File: src/hw/timer_defines.svh
`ifndef TIMER_DEFINES_SVH
`define TIMER_DEFINES_SVH

// APB address bus width
`define TIMER_ADDR_WIDTH 32

// APB data bus and register width
`define TIMER_DATA_WIDTH 32

// One strobe bit per byte lane
`define TIMER_STRB_WIDTH (`TIMER_DATA_WIDTH / 8)

// Decoded words, index 0 up to this minus one
`define TIMER_REG_COUNT 6

`endif

File: src/hw/timer_pkg.sv
`include "timer_defines.svh"

package timer_pkg;

    typedef logic [`TIMER_ADDR_WIDTH-1:0] addr_t;
    typedef logic [`TIMER_DATA_WIDTH-1:0] data_t;
    typedef logic [`TIMER_STRB_WIDTH-1:0] strb_t;

    // Word index of each software register
    typedef enum logic [11:0] {
        REG_CONTROL     = 12'h000, // Bit 0 enables the timer
        REG_PRESCALER   = 12'h001,
        REG_VALUE       = 12'h002,
        REG_AUTO_RELOAD = 12'h003,
        REG_EVENTS      = 12'h004, // Write 1 to clear
        REG_IRQ_ENABLE  = 12'h005
    } reg_idx_e;

endpackage

File: src/hw/timer_pause_ctrl.sv
`timescale 1ns/1ps

module timer_pause_ctrl (
    input  logic seq,
    input  logic rst,

    input  logic pause_req,
    output logic pause_ack,

    output logic freeze,
    output logic pause_enter,
    output logic pause_leave
);

    // Block is frozen once the request has been acknowledged
    assign freeze = pause_req && pause_ack;

    // High during the cycle whose closing edge moves the acknowledge
    assign pause_enter = pause_req && !pause_ack;
    assign pause_leave = !pause_req && pause_ack;

    always_ff @(posedge seq) begin
        if (rst) begin
            pause_ack <= 1'b1; // Start paused
        end
        else if (pause_enter) begin
            pause_ack <= 1'b1;
        end
        else if (pause_leave) begin
            pause_ack <= 1'b0;
        end
    end

    // Acknowledge only follows a pending mismatch with the request
    ack_follows_req: assert property (
        @(posedge seq) disable iff (rst)
        !$stable(pause_ack) |-> $past(pause_req != pause_ack)
    ) else $error("pause_ack moved without a pending request change");

    // Never entering and leaving at once
    pulses_exclusive: assert property (
        @(posedge seq) disable iff (rst)
        !(pause_enter && pause_leave)
    ) else $error("pause_enter and pause_leave both high");

endmodule

File: src/hw/timer_counter.sv
`timescale 1ns/1ps

module timer_counter (
    input  logic              seq,
    input  logic              rst,

    input  logic              freeze,
    input  logic              enable,

    input  timer_pkg::data_t  prescaler,
    input  timer_pkg::data_t  auto_reload,

    input  logic              value_we,
    input  timer_pkg::data_t  value_wdata,

    output timer_pkg::data_t  value,
    output logic              reload_tick
);

    timer_pkg::data_t clk_count;
    logic             div_tick;
    logic             at_reload;

    // Divided tick every prescaler+1 clocks
    assign div_tick  = enable && (clk_count >= prescaler);
    assign at_reload = (value == auto_reload);

    always_ff @(posedge seq) begin
        if (rst) begin
            clk_count   <= '0;
            value       <= '0;
            reload_tick <= 1'b0;
        end
        else if (!freeze) begin
            reload_tick <= 1'b0;

            if (!enable) begin
                clk_count <= '0; // Divider restarts on next enable
            end
            else if (div_tick) begin
                clk_count <= '0;
                if (at_reload) begin
                    value       <= '0;
                    reload_tick <= 1'b1;
                end
                else begin
                    value <= value + 1'b1;
                end
            end
            else begin
                clk_count <= clk_count + 1'b1;
            end

            // Software write overrides the count step
            if (value_we) begin
                value <= value_wdata;
            end
        end
    end

    // A wrap is only ever taken while the timer was running
    tick_needs_enable: assert property (
        @(posedge seq) disable iff (rst)
        reload_tick |-> $past(enable)
    ) else $error("reload_tick without enable");

endmodule

File: src/hw/timer_apb_regs.sv
`timescale 1ns/1ps

`include "timer_defines.svh"

module timer_apb_regs (
    input  logic              seq,
    input  logic              rst,

    input  timer_pkg::addr_t  paddr,
    input  logic              psel,
    input  logic              penable,
    input  logic              pwrite,
    input  timer_pkg::data_t  pwdata,
    input  timer_pkg::strb_t  pstrb,
    output logic              pready,
    output timer_pkg::data_t  prdata,
    output logic              pslverr,

    input  logic              pause_req,
    input  logic              pause_ack,
    input  logic              freeze,
    input  logic              pause_enter,
    input  logic              pause_leave,

    input  timer_pkg::data_t  value,
    input  logic              reload_tick,

    output logic              enable,
    output timer_pkg::data_t  prescaler,
    output timer_pkg::data_t  auto_reload,
    output logic              value_we,
    output timer_pkg::data_t  value_wdata,

    output logic              irq
);

    localparam int IDX_LSB   = $clog2(`TIMER_STRB_WIDTH);
    localparam int IDX_WIDTH = `TIMER_ADDR_WIDTH - IDX_LSB;

    timer_pkg::data_t     control;
    timer_pkg::data_t     irq_enable;
    logic                 arr_event;    // Auto-reload event flag

    logic [IDX_WIDTH-1:0] word_idx;
    logic                 idx_hit;
    timer_pkg::reg_idx_e  reg_idx;
    timer_pkg::data_t     byte_mask;
    timer_pkg::data_t     rd_data;
    logic                 access;
    logic                 wr;
    logic                 events_w1c;

    // Old word with the strobed bytes replaced
    function automatic timer_pkg::data_t merge(
        input timer_pkg::data_t old_word,
        input timer_pkg::data_t new_word,
        input timer_pkg::data_t mask
    );
        return (new_word & mask) | (old_word & ~mask);
    endfunction

    always_comb begin
        word_idx = paddr[`TIMER_ADDR_WIDTH-1:IDX_LSB];
        idx_hit  = (word_idx < `TIMER_REG_COUNT);
        reg_idx  = timer_pkg::reg_idx_e'(word_idx[11:0]);

        for (int i = 0; i < `TIMER_STRB_WIDTH; i++) begin
            byte_mask[i*8 +: 8] = {8{pstrb[i]}};
        end

        case (reg_idx)
            timer_pkg::REG_CONTROL:     rd_data = control;
            timer_pkg::REG_PRESCALER:   rd_data = prescaler;
            timer_pkg::REG_VALUE:       rd_data = value;
            timer_pkg::REG_AUTO_RELOAD: rd_data = auto_reload;
            timer_pkg::REG_EVENTS:      rd_data = {{(`TIMER_DATA_WIDTH-1){1'b0}}, arr_event};
            timer_pkg::REG_IRQ_ENABLE:  rd_data = irq_enable;
            default:                    rd_data = '0;
        endcase
    end

    // Pending transfer, never decoded while a pause is requested
    assign access = psel && !pready && !pause_req;
    assign wr     = access && pwrite && idx_hit;

    assign value_we    = wr && (reg_idx == timer_pkg::REG_VALUE);
    assign value_wdata = merge(value, pwdata, byte_mask);

    assign events_w1c = wr && (reg_idx == timer_pkg::REG_EVENTS) && pwdata[0] && byte_mask[0];

    assign enable = control[0];

    assign irq = enable && !pause_ack && arr_event && irq_enable[0];

    always_ff @(posedge seq) begin
        if (rst) begin
            control     <= '0;
            prescaler   <= '0;
            auto_reload <= '0;
            irq_enable  <= '0;
            pready      <= 1'b0;
            prdata      <= '0;
            pslverr     <= 1'b0;
        end
        else if (!freeze) begin
            if (access) begin
                pready  <= 1'b1;
                pslverr <= !idx_hit; // Unmapped index
                prdata  <= (pwrite || !idx_hit) ? '0 : rd_data;

                if (wr) begin
                    case (reg_idx)
                        timer_pkg::REG_CONTROL:     control     <= merge(control, pwdata, byte_mask);
                        timer_pkg::REG_PRESCALER:   prescaler   <= merge(prescaler, pwdata, byte_mask);
                        timer_pkg::REG_AUTO_RELOAD: auto_reload <= merge(auto_reload, pwdata, byte_mask);
                        timer_pkg::REG_IRQ_ENABLE:  irq_enable  <= merge(irq_enable, pwdata, byte_mask);
                        default: ; // Value and events handled elsewhere
                    endcase
                end
            end
            else if (!pause_ack && psel && penable && pready) begin
                pready  <= 1'b0; // Access phase done
                prdata  <= '0;
                pslverr <= 1'b0;
            end
            else if (pause_enter) begin
                // Any access during the pause errors out at once
                pready  <= 1'b1;
                prdata  <= '0;
                pslverr <= 1'b1;
            end
            else if (pause_leave) begin
                pready  <= 1'b0;
                prdata  <= '0;
                pslverr <= 1'b0;
            end
        end
    end

    always_ff @(posedge seq) begin
        if (rst) begin
            arr_event <= 1'b0;
        end
        else if (!freeze) begin
            if (!enable) begin
                arr_event <= 1'b0;
            end
            else if (reload_tick) begin
                arr_event <= 1'b1; // New event beats a clear
            end
            else if (events_w1c) begin
                arr_event <= 1'b0;
            end
        end
    end

    err_with_ready: assert property (
        @(posedge seq) disable iff (rst)
        pslverr |-> pready
    ) else $error("pslverr without pready");

    // Pause silences the interrupt across the whole handshake
    no_irq_paused: assert property (
        @(posedge seq) disable iff (rst)
        pause_ack |-> !irq
    ) else $error("irq high while paused");

endmodule

File: src/hw/apb_timer.sv
`timescale 1ns/1ps

module apb_timer (
    input  logic              seq,
    input  logic              rst,

    input  timer_pkg::addr_t  paddr,
    input  logic              psel,
    input  logic              penable,
    input  logic              pwrite,
    input  timer_pkg::data_t  pwdata,
    input  timer_pkg::strb_t  pstrb,
    output logic              pready,
    output timer_pkg::data_t  prdata,
    output logic              pslverr,

    input  logic              pause_req,
    output logic              pause_ack,

    output logic              irq
);

    logic             freeze;
    logic             pause_enter;
    logic             pause_leave;

    logic             enable;
    timer_pkg::data_t prescaler;
    timer_pkg::data_t auto_reload;
    logic             value_we;
    timer_pkg::data_t value_wdata;
    timer_pkg::data_t value;
    logic             reload_tick;

    timer_pause_ctrl u_pause (
        .seq         (seq),
        .rst         (rst),
        .pause_req   (pause_req),
        .pause_ack   (pause_ack),
        .freeze      (freeze),
        .pause_enter (pause_enter),
        .pause_leave (pause_leave)
    );

    timer_counter u_counter (
        .seq         (seq),
        .rst         (rst),
        .freeze      (freeze),
        .enable      (enable),
        .prescaler   (prescaler),
        .auto_reload (auto_reload),
        .value_we    (value_we),
        .value_wdata (value_wdata),
        .value       (value),
        .reload_tick (reload_tick)
    );

    timer_apb_regs u_regs (
        .seq         (seq),
        .rst         (rst),
        .paddr       (paddr),
        .psel        (psel),
        .penable     (penable),
        .pwrite      (pwrite),
        .pwdata      (pwdata),
        .pstrb       (pstrb),
        .pready      (pready),
        .prdata      (prdata),
        .pslverr     (pslverr),
        .pause_req   (pause_req),
        .pause_ack   (pause_ack),
        .freeze      (freeze),
        .pause_enter (pause_enter),
        .pause_leave (pause_leave),
        .value       (value),
        .reload_tick (reload_tick),
        .enable      (enable),
        .prescaler   (prescaler),
        .auto_reload (auto_reload),
        .value_we    (value_we),
        .value_wdata (value_wdata),
        .irq         (irq)
    );

endmodule

File: config.mk
export PLATFORM = sky130hd
export DESIGN_NAME = apb_timer
export DESIGN_NICKNAME = d
export VERILOG_FILES = /design/src/hw/timer_pkg.sv /design/src/hw/timer_pause_ctrl.sv /design/src/hw/timer_counter.sv /design/src/hw/timer_apb_regs.sv /design/src/hw/apb_timer.sv
export VERILOG_INCLUDE_DIRS = /design/src /design/src/hw
export SDC_FILE = /design/constraint.sdc
export NUM_CORES = 1
export LEC_CHECK = 0
export ABC_CLOCK_PERIOD_IN_PS = 3200
export BUFFER_PORTS_ARGS = -buffer_cell sky130_fd_sc_hd__buf_2
export CORE_ASPECT_RATIO = 1.25
export CORE_MARGIN = 8
export CORE_UTILIZATION = 50
export DETAILED_ROUTE_END_ITERATION = 12
export PLACE_DENSITY = 0.69
export SLEW_MARGIN = 10
export SYNTH_ARGS = -nofsm -noshare
export SYNTH_HDL_FRONTEND = slang
export SYNTH_SLANG_ARGS = --single-unit
File: constraint.sdc
create_clock -name seq -period 3.2 [get_ports seq]
set_clock_uncertainty 0.2 [all_clocks]
set_input_delay 0.16 -clock seq [delete_from_list [all_inputs] [get_ports seq]]
set_output_delay 0.16 -clock seq [all_outputs]
set_load 0.05 [all_outputs]
# Word-level counts from Yosys, hierarchy flattened
# Cells that the tools add are included.
[word_totals] register_bits=229 out_inout_bits=36 word_cells=94
[op_classes] addsub=2 order_cmp=2 eq_ne=7 n_mux=23 n_bitwise=13 reduce_logical=35
[ops] cell="$mux W32" n=11
[ops] cell="$and A32 B32 Y32" n=6
[ops] cell="$pmux W32 S6" n=1
[ops] cell="$or A32 B32 Y32" n=5
[ops] cell="$add A32 B1 Y32 const B" n=2
[ops] cell="$eq A32 B32 Y1" n=1
[ops] cell="$ge A32 B32 Y1" n=1
[ops] cell="$not A32 Y32" n=1
[ops] cell="$lt A30 B3 Y1 const B" n=1
[ops] cell="$eq A12 B2 Y1 const B" n=2
[ops] cell="$eq A12 B3 Y1 const B" n=2
[ops] cell="$logic_and A1 B1 Y1" n=18
[ops] cell="$reduce_and A4 Y1" n=4
[ops] cell="$eq A12 B1 Y1 const B" n=1
[ops] cell="$logic_not A12 Y1" n=1
[ops] cell="$mux W1" n=11
[ops] cell="$logic_not A1 Y1" n=4
[ops] cell="$reduce_and A2 Y1" n=2
[ops] cell="$reduce_bool A2 Y1" n=2
[ops] cell="$reduce_bool A4 Y1" n=1
[ops] cell="$ne A3 B3 Y1 const B" n=1
[ops] cell="$reduce_and A3 Y1" n=1
[ops] cell="$reduce_or A2 Y1" n=1
[ops] cell="$logic_or A1 B1 Y1" n=1
[ops] cell="$not A1 Y1" n=1

# Longest topological paths before layout
[depth] word_depth=11 depth_mapped=11 ltp_nobuf=9

# Modules after synthesis
# A second synthesis with hierarchy kept.
[hier_totals] hier_cells=1430 area_unflattened_um2=13096.3
[modules_own_cells] mod="timer_apb_regs" instances=1 cells_each=789 area_per_inst_um2=8201.6
[modules_own_cells] mod="timer_counter" instances=1 cells_each=636 area_per_inst_um2=4845.9
[modules_own_cells] mod="timer_pause_ctrl" instances=1 cells_each=5 area_per_inst_um2=48.8

# Worst setup path after synthesis
# OpenSTA, ideal clock, no wires.
[synth_path] kind="reg-to-reg" from="register u_counter.clk_count[0]" to="register u_counter.clk_count[18]" setup_time_ns=0.074 arrival_ns=2.445 t_required_ns=2.926 path_slack_ns=0.481 stages_incl_launch_ff=11 n_path_buf=1 period_less_slack_ns=2.719 path_cell_list="dfxtp_1 inv_1 ha_1 nand2b_1 a2111oi_0 or4_1 a31oi_4 nor4_4 clkbuf_1 o21ai_0 a31oi_1"
[synth_via] elab_chain_cells=4 elab_cells_between_ends=5 classes_between="add/sub: 1; order compare: 1; mux: 2; reduce/logical: 1"
[synth_rtl] item="start, declared" line_no="timer_counter.sv:20" rtl="timer_pkg::data_t clk_count;"
[synth_rtl] item="start signal, assigned" line_no="timer_counter.sv:51" rtl="clk_count <= clk_count + 1'b1;"
[synth_rtl] item="$ge A32 B32 Y1" line_no="timer_counter.sv:25" rtl="assign div_tick = enable && (clk_count >= prescaler);"
[synth_rtl] item="$logic_and A1 B1 Y1" line_no="timer_counter.sv:25"
[synth_rtl] item="$mux W32 (*)" line_no="timer_counter.sv:40" rtl="else if (div_tick) begin"
[synth_rtl] item="$mux W32 (*)" line_no="timer_counter.sv:37" rtl="if (!enable) begin"
# Mark *: on every way between the ends. The rest lies on a longest branch, timed or not.
# A chain may end at the register's enable or synchronous reset.

==> results.py <==
metrics = {
    "synthesis": {
        "avgSynthCellArea_um2": 7.69,
        "synthCells": 1562,
        "synth_edf_count": 0,
        "synth_area_mm2": 0.0120,
        "syn_nets": 1673,
        "synthAdderAreaFrac_pct": 3.85,
        "synth-simple-area-share_pct": 26.8,
        "ys.flop_type": "dfxtp_1",
        "synth_top_family_by_area": "simple AND/OR/NAND/NOR gates",
        "yosys_warnings": 0,
        "synthArstFlopShare_pct": 0,
        "yosysUniqueCellTypes": 57,
        "muxShareOfSynthArea_pct": 1.34,
        "synth_compound_area_share_pct": 21.3,
        "yosys.area_share.xor_xnor_pct": 3.21,
        "ys_ff_latch": 229,
        "yosysSeqAreaShare_pct": 38.2,
    },
    "power_and_ir_drop": {
        "p_clk_share_pct": 48.1,
        "total_power_mw": 6.06,
        "intPower_mw": 4.68,
        "p_switching_mw": 1.38,
        "ir_drop_mv": 0.393,
        "p_seq_share_pct": 47.2,
        "p_per_area_mw_per_mm2": 427,
        "pwr-share-comb_pct": 4.7,
        "netSwitchingFraction_pct": 22.7,
        "p_leak_nw": 5.39,
    },
    "global_route": {
        "antenna_found_initial": 1,
        "grt_pass1_wl_um": 62000,
        "grt_max_degree": 77,
        "grt_pass1_vias": 11900,
        "grtUsageTotal_pct": 25.7,
        "grt_remaining_overflow": 0,
    },
    "timing": {
        "drv_slew": 0,
        "max_freq_ghz": 0.333,
        "rsz0062_at_grt": "no",
        "hold_violations": 0,
        "timing.final.crit_share_pct": 93.7,
        "tightest_slew_ps": 966,
        "worst_slack_ps": 200,
        "slew_headroom_pct": 35.4,
        "setup_tns_ps": 0,
        "setup_violations": 0,
        "period_needed_ps": 3000,
        "hold_ws_ps": 5.70,
    },
    "finish": {
        "final_cell_mix": "nand2_1 (298), dfxtp_1 (229), a21oi_1 (166)",
        "area_growth_pct": 18.0,
        "multiInputGateArea_mm2": 0.00683,
        "drive_gt1_share_pct": 13.4,
        "nNetsFinal": 1786,
        "final_util_pct": 59.9,
        "finalNonFillerCells": 1986,
        "final_cell_area_mm2": 0.0142,
        "final_common_cell": "nand2_1",
        "seqCellArea_mm2": 0.00458,
        "fillCellCount": 2181,
    },
    "clock_tree": {
        "cts_max_path_buffers": 3,
        "clock-sinks": 229,
        "htreeDepth": 1,
        "cts_buffers": 25,
        "cts-root-buf": "clkbuf_16",
        "tritoncts": "built",
        "clk_latency_ps": 520,
        "clkTransAtPathRegs_ps": 60,
    },
    "die": {
        "die_x_um": 155,
        "start_util_pct": 50.8,
        "design.die.area_mm2": 0.0293,
        "num_io_pins": 110,
        "coreArea_mm2": 0.0236,
        "rows": 63,
        "die_h_um": 189,
    },
    "critical_path": {
        "crit_path_cell_trace": "nor3_1 > nand3_1 > nor4_2 > buf_4 > and2_2 > nand2_1 > nand2_1 > a21oi_1 > dlygate4sd3_1",
        "path_common_cell": "nand2_1",
        "worst_path_max_delay_cell": "dlygate4sd3_1",
        "setup.worst_path.class": "reg2reg",
        "cp_slowest_stage_delay_ps": 580,
        "critPathMaxFanout": 10,
        "cp.arrival_ps": 3210,
        "critPathBufInv": 2,
        "required_ps": 3410,
        "startpoint_type": "flop",
        "end_kind": "flop",
        "cpLargestDelayFamily": "simple AND/OR/NAND/NOR gates",
    },
    "detailed_routing": {
        "drtPass1Iterations": 6,
        "drtAntennaViolNets": 0,
        "wl_um": 38300,
        "viasPerCell": 6.14,
        "vias": 12200,
        "post_drt_wl_per_cell_um": 19.3,
        "drtIter0Drc": 1179,
        "drc_errors": 0,
    },
    "placed_design": {
        "placed_cells": 1898,
        "placed_cell_area_mm2": 0.0129,
        "place_ws_ps": 155,
        "globalplace.congestion": 0.970,
        "hpwl_um": 27400,
        "portBuffers": 107,
    },
    "outcome": {
        "outcome": "finished, final reports clean",
    },
    "run": {
        "cap_violations": 0,
    },
    "min_path": {
        "hp-class": "in2reg",
    },
}
-- worst reg2reg max path, cell delays in order (launching register included) --
cell and delay (ps):
dfxtp_1 360, nor3_1 260, nand3_1 170, nor4_2 350, buf_4 250, and2_2 290
nand2_1 230, nand2_1 130, a21oi_1 60, dlygate4sd3_1 580
-- final timing paths --
path                            slack [ps]   end     startpoint  cells past startpoint
worst max register to register         200  flop  u_regs.pready                      9
worst max-delay path                   200  flop  u_regs.pready                      9
worst min-delay path                     6  flop       pstrb[1]                      4
worst min register to register         250  flop           flop                      2
-- timing repair --
| action | CTS | global route |
|---|---|---|
| endpoints found under the setup margin | 0 | 11 |
| buffers inserted | 0 | 0 |
| hold buffers | 42 | 0 |
| resized for setup | 0 | 6 |
| endpoints found under the hold margin | 175 | 0 |
-- area by class of cell --
cell class / count / area share (%)
Antenna cell: 1 / 0.0177
Clock buffer: 36 / 5.13
Clock inverter: 9 / 0.671
Inverter: 45 / 1.19
Multi-Input combinational cell: 1174 / 48.1
Sequential cell: 229 / 32.3
Tap cell: 292 / 2.58
Timing Repair Buffer: 200 / 9.93
-- power by group through the flow --
| stage | clock network [mW] | logic [mW] | registers (mW) |
|---|---|---|---|
| CTS | 2.95 | 0.283 | 2.86 |
| finish | 2.92 | 0.285 | 2.86 |
| global placement | 0 | 0.244 | 2.92 |
| floorplan | 0 | 0.104 | 2.93 |
| detailed placement | 0 | 0.246 | 2.92 |
| global route | 3.07 | 0.307 | 2.86 |
-- cells in the mapped netlist (all sizes together), types with 27 or more instances --
master,n,area share [%]
clkbuf,87,2.7
nand3,133,5.6
xor2,33,2.4
nor3,36,1.6
nand4,30,1.6
a22oi,129,8.1
inv,45,1.4
nor2,86,2.7
buf,27,1.2
dfxtp,229,38
ha,37,3.9
a21oi,167,7.0
nand2,300,9.4
nor4,30,1.9
-- layer usage --
metal,global-route usage (%),routed length [um],vias up,part of all wire [%]
li1,-,-,5851,-
met1,31.4,15600,5842,41
met2,44.4,18900,411,49
met3,3.56,2330,79,6.1
met4,11.1,1420,2,3.7
met5,0,15,-,0.039
-- cells by family (layout without fill, tap and decap cells) --
kind of cell,after synthesis,in the layout
AND/OR/NAND/NOR,682,682
buffers and inverters,159,290
flip-flops,229,229
multiplexers,16,16
other,0,1
AO/OA/AOI/OAI,395,395
adder cells (fa/ha/maj),37,37
XOR/XNOR,44,44
Power figures use the tool's default switching activity.
